File: src/logic/iob_fifo.sv
`timescale 1ns/1ps

module iob_fifo #(
  parameter type payload_t = logic [31:0],
  parameter int  DEPTH     = 4
) (
  input  logic     clk_i,
  input  logic     reset_i,

  // Push side
  input  logic     push_valid_i,
  output logic     push_ready_o,
  input  payload_t push_data_i,

  // Pop side
  output logic     pop_valid_o,
  input  logic     pop_ready_i,
  output payload_t pop_data_o
);

  localparam int PTR_W = (DEPTH > 1) ? $clog2(DEPTH) : 1;
  localparam int CNT_W = $clog2(DEPTH + 1);

  payload_t         mem_q [DEPTH];
  logic [PTR_W-1:0] wr_ptr_q;
  logic [PTR_W-1:0] rd_ptr_q;
  logic [CNT_W-1:0] count_q;
  logic             push_fire;
  logic             pop_fire;

  // Pointer advance with wrap at DEPTH
  function automatic logic [PTR_W-1:0] next_ptr(input logic [PTR_W-1:0] ptr);
    if (ptr == PTR_W'(DEPTH - 1)) begin
      return '0;
    end
    return ptr + 1'b1;
  endfunction

  assign push_ready_o = (count_q != CNT_W'(DEPTH));
  assign pop_valid_o  = (count_q != '0);

  assign push_fire = push_valid_i & push_ready_o;
  assign pop_fire  = pop_valid_o & pop_ready_i;

  // Head entry is always on the pop side
  assign pop_data_o = mem_q[rd_ptr_q];

  always_ff @(posedge clk_i) begin
    if (push_fire) begin
      mem_q[wr_ptr_q] <= push_data_i;
    end
  end

  always_ff @(posedge clk_i) begin
    if (reset_i) begin
      wr_ptr_q <= '0;
      rd_ptr_q <= '0;
      count_q  <= '0;
    end else begin
      if (push_fire) begin
        wr_ptr_q <= next_ptr(wr_ptr_q);
      end
      if (pop_fire) begin
        rd_ptr_q <= next_ptr(rd_ptr_q);
      end
      // Occupancy tracks push and pop together
      case ({push_fire, pop_fire})
        2'b10:   count_q <= count_q + 1'b1;
        2'b01:   count_q <= count_q - 1'b1;
        default: count_q <= count_q;
      endcase
    end
  end

endmodule

File: config.mk
export PLATFORM = sky130hd
export DESIGN_NAME = iob_fifo
export DESIGN_NICKNAME = d
export VERILOG_FILES = /design/src/logic/iob_fifo.sv
export SDC_FILE = /design/constraint.sdc
export NUM_CORES = 1
export LEC_CHECK = 0
export BUFFER_PORTS_ARGS = -buffer_cell sky130_fd_sc_hd__buf_4
export CAP_MARGIN = 15
export CORE_MARGIN = 8
export CORE_UTILIZATION = 51
export DETAILED_ROUTE_END_ITERATION = 10
export PLACE_DENSITY = 0.75
export SLEW_MARGIN = 20
export SYNTH_ARGS = -nofsm -noshare
export SYNTH_HDL_FRONTEND = slang
export SYNTH_SLANG_ARGS = --single-unit
File: constraint.sdc
create_clock -name clk_i -period 2.38 [get_ports clk_i]
set_clock_uncertainty 0.05 [all_clocks]
set_input_delay 0.595 -clock clk_i [delete_from_list [all_inputs] [get_ports clk_i]]
set_output_delay 0.595 -clock clk_i [all_outputs]
set_load 0.03 [all_outputs]
==> impl_metrics.ini <==
[status]
status = complete, but fails checks
violations = setup timing

[setup_path]
arrival_ps = 1790
rr_startpoint = count_q[2]
cp_max_fo = 16
r2r-end = count_q[2]
cp-start-kind = flip-flop
setup.worst_path.class = flip-flop to primary output
worstPathRequired_ps = 1740
rrSetupSlack_ps = 100
worst-r2r-cell-count = 8
crit_path_end_kind = primary output

[floorplan]
rows = 36
core_mm2 = 0.009729
start_util_pct = 52.43
io_pins = 70
die_h_um = 116.0
dieArea_mm2 = 0.01346
die_width_um = 116.0

[cts]
cts_inserted_buffers = 17
ctsHtreeMaxLevel = 4
clock_path_buffers = 2
clock_latency_ps = 500
clkTransAtPathRegs_ps = 60
cts_setup_buffers = 0
cts_tree = built
cts.sinks = 137
root_buffer = clkbuf_8

[global_route]
antenna_found_initial = 0
overflow = 0
grt_pass1_vias = 2576
grt_pass1_wl_mm = 13.57
grt_use_total_pct = 13.87
grt_max_degree = 33

[placed_design]
dpl_cell_area_mm2 = 0.005798
dp_hpwl_mm = 5.368
io_buffers = 69
place_congestion = 0.7805

[drt]
vias = 2366
drc = 0
wl_per_cell_um = 19.61
ant_nets = 0
drtPass1Iterations = 4
wl_mm = 8.824
detail_route.iter0.violations = 126
vias_per_cell = 5.258

[synthesis]
syn_nets = 262
syn_avg_cell_area_um2 = 23.29
yosysSeqAreaShare_pct = 78.88
yosysWarnings = 0
synth-compound-area-share_pct = 0.8830
synth.area.top_cells = edfxtp_1 (75%), mux4_2 (14%), dfxtp_1 (3.5%)
synth_xor_area_share_pct = 0.3434
synthMuxAreaShare_pct = 14.52
synth_top_family_by_area = multiplexers
syn_area_mm2 = 0.005101
ys_types = 26
synthSimpleGateAreaFrac_pct = 2.011
synthCells = 219
synth-adder-area-share_pct = 1.864
synth_top_cell_by_area = edfxtp_1
synth.top_cell.area_share_pct = 75.35
ys_ff_latch = 137

[pwr]
pwr-share-clk_pct = 34.4
comb_power_share_pct = 26.9
vdd_drop_max_uv = 525.9
p_leak_uw = 0.002281
swShare_pct = 27.83
internal-power_uw = 5607
switching_power_uw = 2162
powerDensity_mw_per_mm2 = 1180
pwr-share-seq_pct = 38.7

[final_layout]
final_util_pct = 67.70
nets = 347
nFillCells = 647
layout-area-overhead-vs-synth_pct = 29.11
drive_gt1_share_pct = 48.26
n_antenna_cell = 0
fin_area_mm2 = 0.006586

[timing]
finalCritPeriodShare_pct = 102.2
fmax_mhz = 411.2
drv_slew = 0
worst_slack_ps = -52.12
slew_headroom_pct = 42.79
setup_viol = 26
hold_viol = 0
grt_setup_unrepaired = yes
timing_worst_slew_pin_value_ps = 858.2
post-route-min-period_ps = 2432

[run]
drv_cap = 0

[worst_hold_path]
hold_end = mem_q[2][16]
hp-start = push_data_i[16]
hold_path.class = input port to flip-flop
hold_path_depth = 1
[state kept, by name (all words and copies together) (netlist names), named ones only]
name and flops:
count_q 3, mem_q 128, rd_ptr_q 2, wr_ptr_q 2
[logic make-up (layout without fill, tap and decap cells)]
logic type      count (synthesis)  after routing
xor+xnor                        2              2
buf+inv                        15            113
mux                            34             34
simple gates                   17             17
compound gates                  7              7
fa+ha+maj                       7              7
flops                         137            137
[placed cells by master, fill, tap and decap left out, drive strengths merged, types with 3 or more instances in the layout]
cell type / n
clkinvlp: 3
edfxtp: 128
clkbuf: 19
or3: 4
mux4: 32
nor2: 4
buf: 74
dfxtp: 9
inv: 8
a21oi: 3
and3: 4
ha: 6
bufinv: 4
clkinv: 5
[metal layers]
layer  vias to the layer above  wire length (µm)  GRT usage [%]
met2                        69              4310          21.85
met5                         -                 0              0
li1                       1079                 -              -
met4                         0                87          5.186
met3                         8               577          5.263
met1                      1210              3849          17.10
[what timing repair did]
action	4_1_cts	5_1_grt
resized for setup	34	6
setup endpoints to repair	33	33
hold buffers	0	0
gates cloned	0	1
[synth_stat cells]
cell / count
a211o_1: 1
a21oi_1: 3
and3_1: 1
and3_2: 3
buf_1: 4
buf_2: 1
buf_4: 3
buf_6: 1
dfxtp_1: 9
edfxtp_1: 128
fa_1: 1
ha_1: 6
inv_1: 6
mux2i_1: 2
mux4_2: 32
nand2_1: 1
nand2_2: 1
nand2b_1: 2
nor2_1: 4
o21ai_0: 1
o21ai_2: 1
o31ai_1: 1
or3_1: 2
or3_2: 2
or3b_1: 1
xor2_1: 2
[worst max-delay path: stages, from the launching register on]
cell and delay, ps:
dfxtp_4 390, buf_12 190, mux4_2 540, buf_6 160
[stage by stage]
stage                     instances  power, µW  hold slack, ps  TNS, ps  setup slack (ps)
final                           450       7769           240.9   -765.9            -52.12
after global routing            450       8060           221.1    -2915            -125.5
after CTS                       449       7781           217.0    -1711            -82.80
after detailed placement        417       4943           441.4        0             12.46
after global placement          417       4920           425.4        0             101.3
after floorplan                 219       4282           413.4        0             53.45
[worst max path at each step]
| stage | from | end | slack, ps |
|---|---|---|---|
| floorplan | count_q[2] | count_q[2] | 50 |
| global placement | count_q[2] | count_q[2] | 100 |
| detailed placement | count_q[2] | count_q[2] | 10 |
| CTS | flip-flop | pop_data_o[3] | -80 |
| global route | flip-flop | pop_data_o[8] | -130 |
| finish | flip-flop | pop_data_o[8] | -50 |
[power by group through the flow]
stage               logic [µW]  registers [µW]  clock network [µW]
floorplan                 1280            3010                   0
detailed placement        1900            3040                   0
global placement          1890            3030                   0
global route              2230            3030                2800
CTS                       2070            3000                2710
finish                    2090            3010                2670
[cell type report]
class	count	area, µm²	area share, %
Sequential cell	137	4031	61.21
Multi-Input combinational cell	67	1026	15.58
Timing Repair Buffer	75	725.7	11.02
Clock buffer	18	417.9	6.345
Clock inverter	14	196.4	2.983
Tap cell	133	166.4	2.527
Inverter	6	22.52	0.3419
Note: power is estimated with default switching activity, not from simulation.
