**src/logic/iob_bus_pkg.sv**
```systemverilog
package iob_bus_pkg;

  // Byte address width on both AXI4-Lite and IOb
  localparam int ADDR_W = 12;

  // Data path is one 32-bit word
  localparam int DATA_W = 32;
  localparam int STRB_W = DATA_W / 8;

  // Word RAM covers the full byte address space
  localparam int MEM_WORDS = 1024;

  // Buffer depths between bridge and RAM
  localparam int REQ_DEPTH = 4;
  localparam int RSP_DEPTH = 4;

  // One IOb request where an all-zero wstrb marks a read
  typedef struct packed {
    logic [ADDR_W-1:0] addr;
    logic [DATA_W-1:0] wdata;
    logic [STRB_W-1:0] wstrb;
  } iob_req_t;

  // One read response
  typedef struct packed {
    logic [DATA_W-1:0] rdata;
  } iob_rsp_t;

endpackage

```
**src/logic/axil2iob.sv**
```systemverilog
`timescale 1ns/1ps

module axil2iob (
  input  logic                             clk_i,
  input  logic                             reset_i,

  // AXI4-Lite write address and write data
  input  logic                             axil_awvalid_i,
  input  logic [iob_bus_pkg::ADDR_W-1:0]   axil_awaddr_i,
  output logic                             axil_awready_o,
  input  logic                             axil_wvalid_i,
  input  logic [iob_bus_pkg::DATA_W-1:0]   axil_wdata_i,
  input  logic [iob_bus_pkg::STRB_W-1:0]   axil_wstrb_i,
  output logic                             axil_wready_o,

  // AXI4-Lite write response
  output logic                             axil_bvalid_o,
  input  logic                             axil_bready_i,
  output logic [1:0]                       axil_bresp_o,

  // AXI4-Lite read address and read data
  input  logic                             axil_arvalid_i,
  input  logic [iob_bus_pkg::ADDR_W-1:0]   axil_araddr_i,
  output logic                             axil_arready_o,
  output logic                             axil_rvalid_o,
  input  logic                             axil_rready_i,
  output logic [iob_bus_pkg::DATA_W-1:0]   axil_rdata_o,
  output logic [1:0]                       axil_rresp_o,

  // IOb request toward the request FIFO
  output iob_bus_pkg::iob_req_t            iob_req_o,
  output logic                             iob_req_valid_o,
  input  logic                             iob_req_ready_i,

  // Read responses from the response FIFO
  input  iob_bus_pkg::iob_rsp_t            iob_rsp_i,
  input  logic                             iob_rsp_valid_i,
  output logic                             iob_rsp_ready_o
);

  import iob_bus_pkg::*;

  logic     bvalid_q;
  logic     b_stall;
  logic     rd_sel;
  logic     wr_pair;
  logic     wr_has_strb;
  logic     wr_ready;
  logic     wr_fire;
  iob_req_t req;

  // Response still waiting for the master
  assign b_stall = bvalid_q & ~axil_bready_i;

  // A pending read always wins the request slot
  assign rd_sel = axil_arvalid_i;

  // Address and data are taken together only
  assign wr_pair     = axil_awvalid_i & axil_wvalid_i;
  assign wr_has_strb = |axil_wstrb_i;

  assign wr_ready = iob_req_ready_i & ~b_stall & ~rd_sel;
  assign wr_fire  = wr_pair & wr_ready;

  assign axil_arready_o = iob_req_ready_i;
  assign axil_awready_o = wr_ready;
  assign axil_wready_o  = wr_ready;

  // Zero-strobe writes get a response but never reach the RAM
  assign iob_req_valid_o = rd_sel | (wr_pair & wr_has_strb & ~b_stall);

  always_comb begin
    if (rd_sel) begin
      req.addr  = axil_araddr_i;
      req.wdata = '0;
      req.wstrb = '0;
    end else begin
      req.addr  = axil_awaddr_i;
      req.wdata = axil_wdata_i;
      req.wstrb = axil_wstrb_i;
    end
  end

  assign iob_req_o = req;

  // Write response set on acceptance and held until taken
  always_ff @(posedge clk_i) begin
    if (reset_i) begin
      bvalid_q <= 1'b0;
    end else if (wr_fire) begin
      bvalid_q <= 1'b1;
    end else if (axil_bready_i) begin
      bvalid_q <= 1'b0;
    end
  end

  assign axil_bvalid_o = bvalid_q;
  assign axil_bresp_o  = 2'b00;

  // Read data comes back in order through the response FIFO
  assign axil_rvalid_o   = iob_rsp_valid_i;
  assign axil_rdata_o    = iob_rsp_i.rdata;
  assign iob_rsp_ready_o = axil_rready_i;
  // OKAY
  assign axil_rresp_o    = 2'b00;

endmodule

```
**config.mk**
```make
export PLATFORM = sky130hd
export DESIGN_NAME = axil2iob
export DESIGN_NICKNAME = d
export VERILOG_FILES = /design/src/logic/iob_bus_pkg.sv /design/src/logic/axil2iob.sv
export SDC_FILE = /design/constraint.sdc
export NUM_CORES = 1
export LEC_CHECK = 0
export BUFFER_PORTS_ARGS = -buffer_cell sky130_fd_sc_hd__buf_2
export CORE_AREA = 3 3 73 75
export DETAILED_ROUTE_END_ITERATION = 16
export DIE_AREA = 0 0 76 78
export HOLD_SLACK_MARGIN = 0.08
export PLACE_DENSITY = 0.73
export SLEW_MARGIN = 20
export SYNTH_ARGS = -nofsm -noshare
export SYNTH_HDL_FRONTEND = slang
export SYNTH_SLANG_ARGS = --single-unit
```
**constraint.sdc**
```tcl
create_clock -name clk_i -period 0.99 [get_ports clk_i]
set_clock_uncertainty 0.15 [all_clocks]
set_input_delay 0.099 -clock clk_i [delete_from_list [all_inputs] [get_ports clk_i]]
set_output_delay 0.099 -clock clk_i [all_outputs]
set_load 0.005 [all_outputs]
```
==> flow_summary.json, run 1 <==
{
  "status": "complete, but fails checks",
  "violations": "setup timing",
  "finalWirelength_mm": 3.81,
  "grt_pass1_vias": 1082,
  "die_height_um": 78,
  "route.vias.total": 1085,
  "setup_viol": 13,
  "dp.cells": 249,
  "finalCriticalPeriod_ps": 1260,
  "netlist.area_leader.share_pct": 39.8,
  "area_growth_pct": 140,
  "period_share_pct": 128,
  "antenna_found_initial": 0,
  "synth_common_cells": "40 x buf_4, 35 x nor2b_1, 12 x mux2_2",
  "r2r_slack_ps": 260,
  "finalMaxSlewViolations": 0,
  "cp.required_ps": 740,
  "timing.setup.tns_ps": -687,
  "dp_hpwl_mm": 2.35,
  "hold_slack_ps": 107,
  "path_delay_family": "simple AND/OR/NAND/NOR gates",
  "final_core_util_pct": 38.3,
  "drive_above_1_share_pct": 67.4,
  "crit_chain": "buf_6, or4_4, a41o_1, buf_2",
  "overflow": 0,
  "yosysWarnings": 0,
  "syn_area_um2": 754,
  "largest_register_ff_count": 1,
  "instances_no_fill": 288,
  "netlist_top_cells_area": "buf_4 40%, nor2b_1 29%, mux2_2 18%",
  "via_per_inst": 3.77,
  "yosys.cell_types.count": 14,
  "grt_pass1_wl_mm": 5.31,
  "globalplace.congestion": 0.706,
  "die_w_um": 76,
  "postRouteAntennaNets": 0,
  "gr-usage-all-layers_pct": 10.6,
  "fp-row-count": 25,
  "cp_slowest_stage_delay_ps": 510,
  "hp-class": "in2reg",
  "irDropWorstVdd_mv": 0.158,
  "synth_top_area_cell": "buf_4",
  "synthCells": 101,
  "cap_violations": 0,
  "final_nets": 324,
  "leakage_nw": 0.992,
  "fmax_ghz": 0.791,
  "timing.critical_path.buf_inv": 2,
  "initial_core_util_pct": 16.0,
  "core-area_mm2": 0.00472,
  "io_buffers": 119,
  "synth-seq-cells": 1,
  "crit_path_start_kind": "primary input",
  "synth_ff_type": "dfxtp_1",
  "critical_path_class": "in2out",
  "wl_per_cell_um": 13.2,
  "power_density_mw_per_mm2": 424,
  "drc": 0,
  "path_max_fanout": 2,
  "drtIter0Drc": 7,
  "critical_path.slowest_cell": "or4_4",
  "rsz0062_at_grt": "true",
  "path_clk_slew_ps": 0,
  "ys_seq_area_share_pct": 2.65,
  "drtPass1Iterations": 2,
  "synth-edff-count": 0,
  "layout_setup_ws_ps": -274,
  "hold_violations": 0,
  "grt_max_degree": 13,
  "dieArea_mm2": 0.00593,
  "antenna_cells": 0,
  "arrival_ps": 1010,
  "syn_avg_cell_area_um2": 7.47,
  "clock_latency_ps": 0,
  "ioPinCount": 192,
  "end_kind": "output port",
  "ys_async_sr_fraction_pct": 0,
  "yosys.cell_count.top_type": "buf_4"
}
## metal layers
layer	vias to the layer above	wire length [µm]	track usage [%]
met4	0	0	0
met3	0	406	2.20
met5	-	0	0
met1	473	1080	9.72
li1	517	-	-
met2	95	2320	24.2
## report_power, final
part           internal [mW]  total (mW)  switching [mW]  leakage, nW
clock network              0           0               0            0
registers             0.0421      0.0425        0.000398      0.00811
logic                  0.485       0.726           0.240        0.984
## final cells by class
class / count / area, µm²
fill: 463 / 2910
timing repair buffer: 162 / 1210
tap: 67 / 83.8
multi-input combinational: 58 / 500
sequential: 1 / 20.0
## logic make-up (layout without fill, tap and decap cells)
group | count (synthesis) | in the layout | synth area share [%]
and+or+nand+nor | 40 | 40 | 34.3
DFF | 1 | 1 | 2.65
muxes | 12 | 12 | 17.9
AOI/OAI and AO/OA | 2 | 2 | 1.99
other | 1 | 4 | 0.497
buffers and inverters | 45 | 162 | 42.6
## path summary, 6_finish.rpt
kind	startpoint	cells past startpoint	to
setup reg to reg	axil_bvalid_o	2	axil_bvalid_o
setup / recovery	axil_wstrb_i[3]	4	iob_req_valid_o
hold reg to reg	axil_bvalid_o	2	axil_bvalid_o
hold / removal	reset_i	2	axil_bvalid_o
## stage by stage
step | power [mW] | area (µm²) | setup WS, ps
final | 0.768 | 1810 | -274
after global routing | 0.821 | 1810 | -296
after CTS | 0.728 | 1730 | -290
after detailed placement | 0.468 | 1170 | -296
after global placement | 0.460 | 1170 | -297
after floorplan | 0.330 | 766 | -54.1
## repair_timing
action,CTS,global route
pin swaps,0,1
endpoints found under the hold margin,34,0
setup endpoints to repair,29,29
gates cloned,2,1
hold buffers,34,0
setup buffers,2,0
gates resized for setup,35,14
## cell usage in the layout (no fill, tap or decap)
cell / count
a21oi_1: 1
a41o_1: 1
and3b_1: 1
buf_12: 2
buf_16: 2
buf_2: 104
buf_6: 16
buf_8: 3
clkbuf_16: 1
conb_1: 4
dfxtp_1: 1
dlygate4sd3_1: 34
mux2_4: 12
nand2b_1: 1
nand4b_1: 1
nor2b_1: 28
nor2b_2: 6
nor2b_4: 2
or4_4: 1
(Power assumes the default switching activity.)
==> run 2, diff against run 1 <==
Settings changed: ABC_AREA set to 1, CORE_AREA 3 3 73 75 to 3 3 74 76, DIE_AREA 0 0 76 78 to 0 0 77 79.
==> flow_summary.json, run 2 <==
{
  "synth_top_area_cell": "buf_4",
  "core-area_mm2": 0.00479,
  "die_height_um": 79,
  "final_common_cell": "buf_2",
  "p_sw_share_pct": 40.6,
  "regToRegEndpoint": "axil_bvalid_o",
  "area_growth_pct": 87.3,
  "leakage_nw": 1.10,
  "hp-class": "in2reg",
  "finalMaxSlewViolations": 0,
  "synth-seq-cells": 1,
  "postRouteAntennaNets": 0,
  "multi_input_area_um2": 354,
  "yosysWarnings": 0,
  "power_density_mw_per_mm2": 394,
  "finalCriticalPeriod_ps": 950,
  "synth_ff_type": "dfxtp_1",
  "synthCells": 173,
  "p_int_uw": 375,
  "status": "completed",
  "route.vias.total": 1280,
  "dp.cells": 319,
  "clock_latency_ps": 0,
  "critical_path_class": "reg2out",
  "period_share_pct": 95.9,
  "syn_area_um2": 855,
  "fillers": 527,
  "antenna_cells": 0,
  "r2r_slack_ps": 150,
  "cap_violations": 0,
  "drive_above_1_share_pct": 45.3,
  "drtPass1Iterations": 4,
  "io_buffers": 119,
  "fp-row-count": 25,
  "p_comb_share_pct": 93.2,
  "die_w_um": 77,
  "cp.required_ps": 740,
  "min-delay-start": "reset_i",
  "p_sw_uw": 256,
  "clkPwrFrac_pct": 0,
  "syn_avg_cell_area_um2": 4.94,
  "path_clk_slew_ps": 0,
  "seqPwrFrac_pct": 6.8,
  "dieArea_mm2": 0.00608,
  "end_kind": "output port",
  "ys_seq_area_share_pct": 2.34,
  "via_per_inst": 3.64,
  "gr-usage-all-layers_pct": 10.9,
  "wl_per_cell_um": 10.9,
  "final_nets": 388,
  "initial_core_util_pct": 17.9,
  "grt_max_degree": 28,
  "reg2reg_from": "axil_bvalid_o",
  "holdPathEnd": "axil_bvalid_o",
  "crit_path_start_kind": "register",
  "ys_async_sr_fraction_pct": 0,
  "register_area_um2": 21.3,
  "antenna_found_initial": 0,
  "netlist_top_cells_area": "buf_4 36%, inv_1 18%, nand2_1 18%",
  "synth-edff-count": 0,
  "drtIter0Drc": 30,
  "grt_pass1_wl_mm": 5.74,
  "fmax_ghz": 1.05,
  "ioPinCount": 192,
  "netlist.area_leader.share_pct": 36.0,
  "yosys.cell_types.count": 12,
  "irDropWorstVdd_mv": 0.270,
  "final_cell_mix": "119 x buf_2, 40 x nand2_1, 39 x inv_1",
  "instances_no_fill": 352,
  "whs_path_depth": 2,
  "synth_common_cells": "41 x buf_4, 41 x inv_1, 40 x nand2_1",
  "rsz0062_at_grt": "true",
  "drc": 0,
  "finalWirelength_mm": 3.83,
  "layout_setup_ws_ps": 40.5,
  "arrival_ps": 700,
  "dp_hpwl_mm": 2.81,
  "largest_register_ff_count": 1,
  "r2r_cells": 4,
  "place_ws_ps": -19.3,
  "setup_viol": 0,
  "grt_pass1_vias": 1322,
  "path_max_fanout": 3,
  "overflow": 0,
  "globalplace.congestion": 0.705,
  "hold_violations": 0
}
-- run 2: cell types whose count changed after synthesis, sizes merged, moves of 3 or more --
cell,change
clkbuf,-3
nor2,+40
nor2b,-36
nand2,+40
mux2,-12
inv,+41
buf,+5
-- run 2: how the worst max path moves through the flow --
stage                     depth (start not counted)  slack, ps         endpoint           from
after detailed placement                          5        -20   axil_awready_o  axil_bvalid_o
final                                             4         40   axil_awready_o  axil_bvalid_o
after global routing                              4        -10   axil_awready_o  axil_bvalid_o
after global placement                            5          5    axil_wready_o  axil_bvalid_o
after floorplan                                   4         20    axil_wready_o  axil_bvalid_o
after CTS                                         6         20  iob_req_valid_o  axil_bvalid_o
-- run 2: power by group through the flow --
stage,sequential [mW],combinational [mW],clock [mW]
floorplan,0.0427,0.311,0
global placement,0.0425,0.446,0
detailed placement,0.0425,0.453,0
CTS,0.0429,0.586,0
global route,0.0431,0.655,0
finish,0.0429,0.587,0
-- run 2: stage by stage --
stage	TNS (ps)	hold WS [ps]	power, mW	instance area, µm²	util, %
CTS	0	106	0.628	1600	33.4
detailed placement	-37.3	48.0	0.496	1250	26.2
global route	-32.8	111	0.698	1600	33.4
floorplan	0	11.4	0.354	871	-
global placement	0	48.0	0.488	1250	26.2
finish	0	105	0.630	1600	33.4
-- run 2: area by class of cell --
type                            count  area share [%]
Inverter                           41            9.62
Sequential cell                     1            1.33
Timing Repair Buffer              156            61.7
Multi-Input combinational cell     87            22.1
Tap cell                           67            5.24
-- run 2: worst max-delay path, stage by stage (launching register included) --
cell and delay, ps:
dfxtp_2 300, inv_2 60, nor2_4 40, nor3_2 170, buf_2 140
-- run 2: routing by layer --
metal  vias up  share of wire, %  track usage (%)
met2       105                56             24.0
met1       518                31             10.4
met4         0               1.2             1.42
met3         4                11             2.04
li1        653                 -                -
met5         -                 0                0
-- run 2: kinds of logic (layout without fill, tap and decap cells) --
family / Yosys count / count (layout) / synth area share [%]
compound gates: 1 / 1 / 1.03
buf+inv: 88 / 197 / 59.0
flops: 1 / 1 / 2.34
other cells: 1 / 4 / 0.439
simple gates: 82 / 82 / 37.2
-- run 2: repair_timing --
action                                 4_1_cts  5_1_grt
setup endpoints to repair                    2        6
setup buffers                                0        0
resized for setup                            4        2
endpoints found under the hold margin       34        0
pin swaps                                    2        1
hold buffers                                34        0
cloned                                       0        0
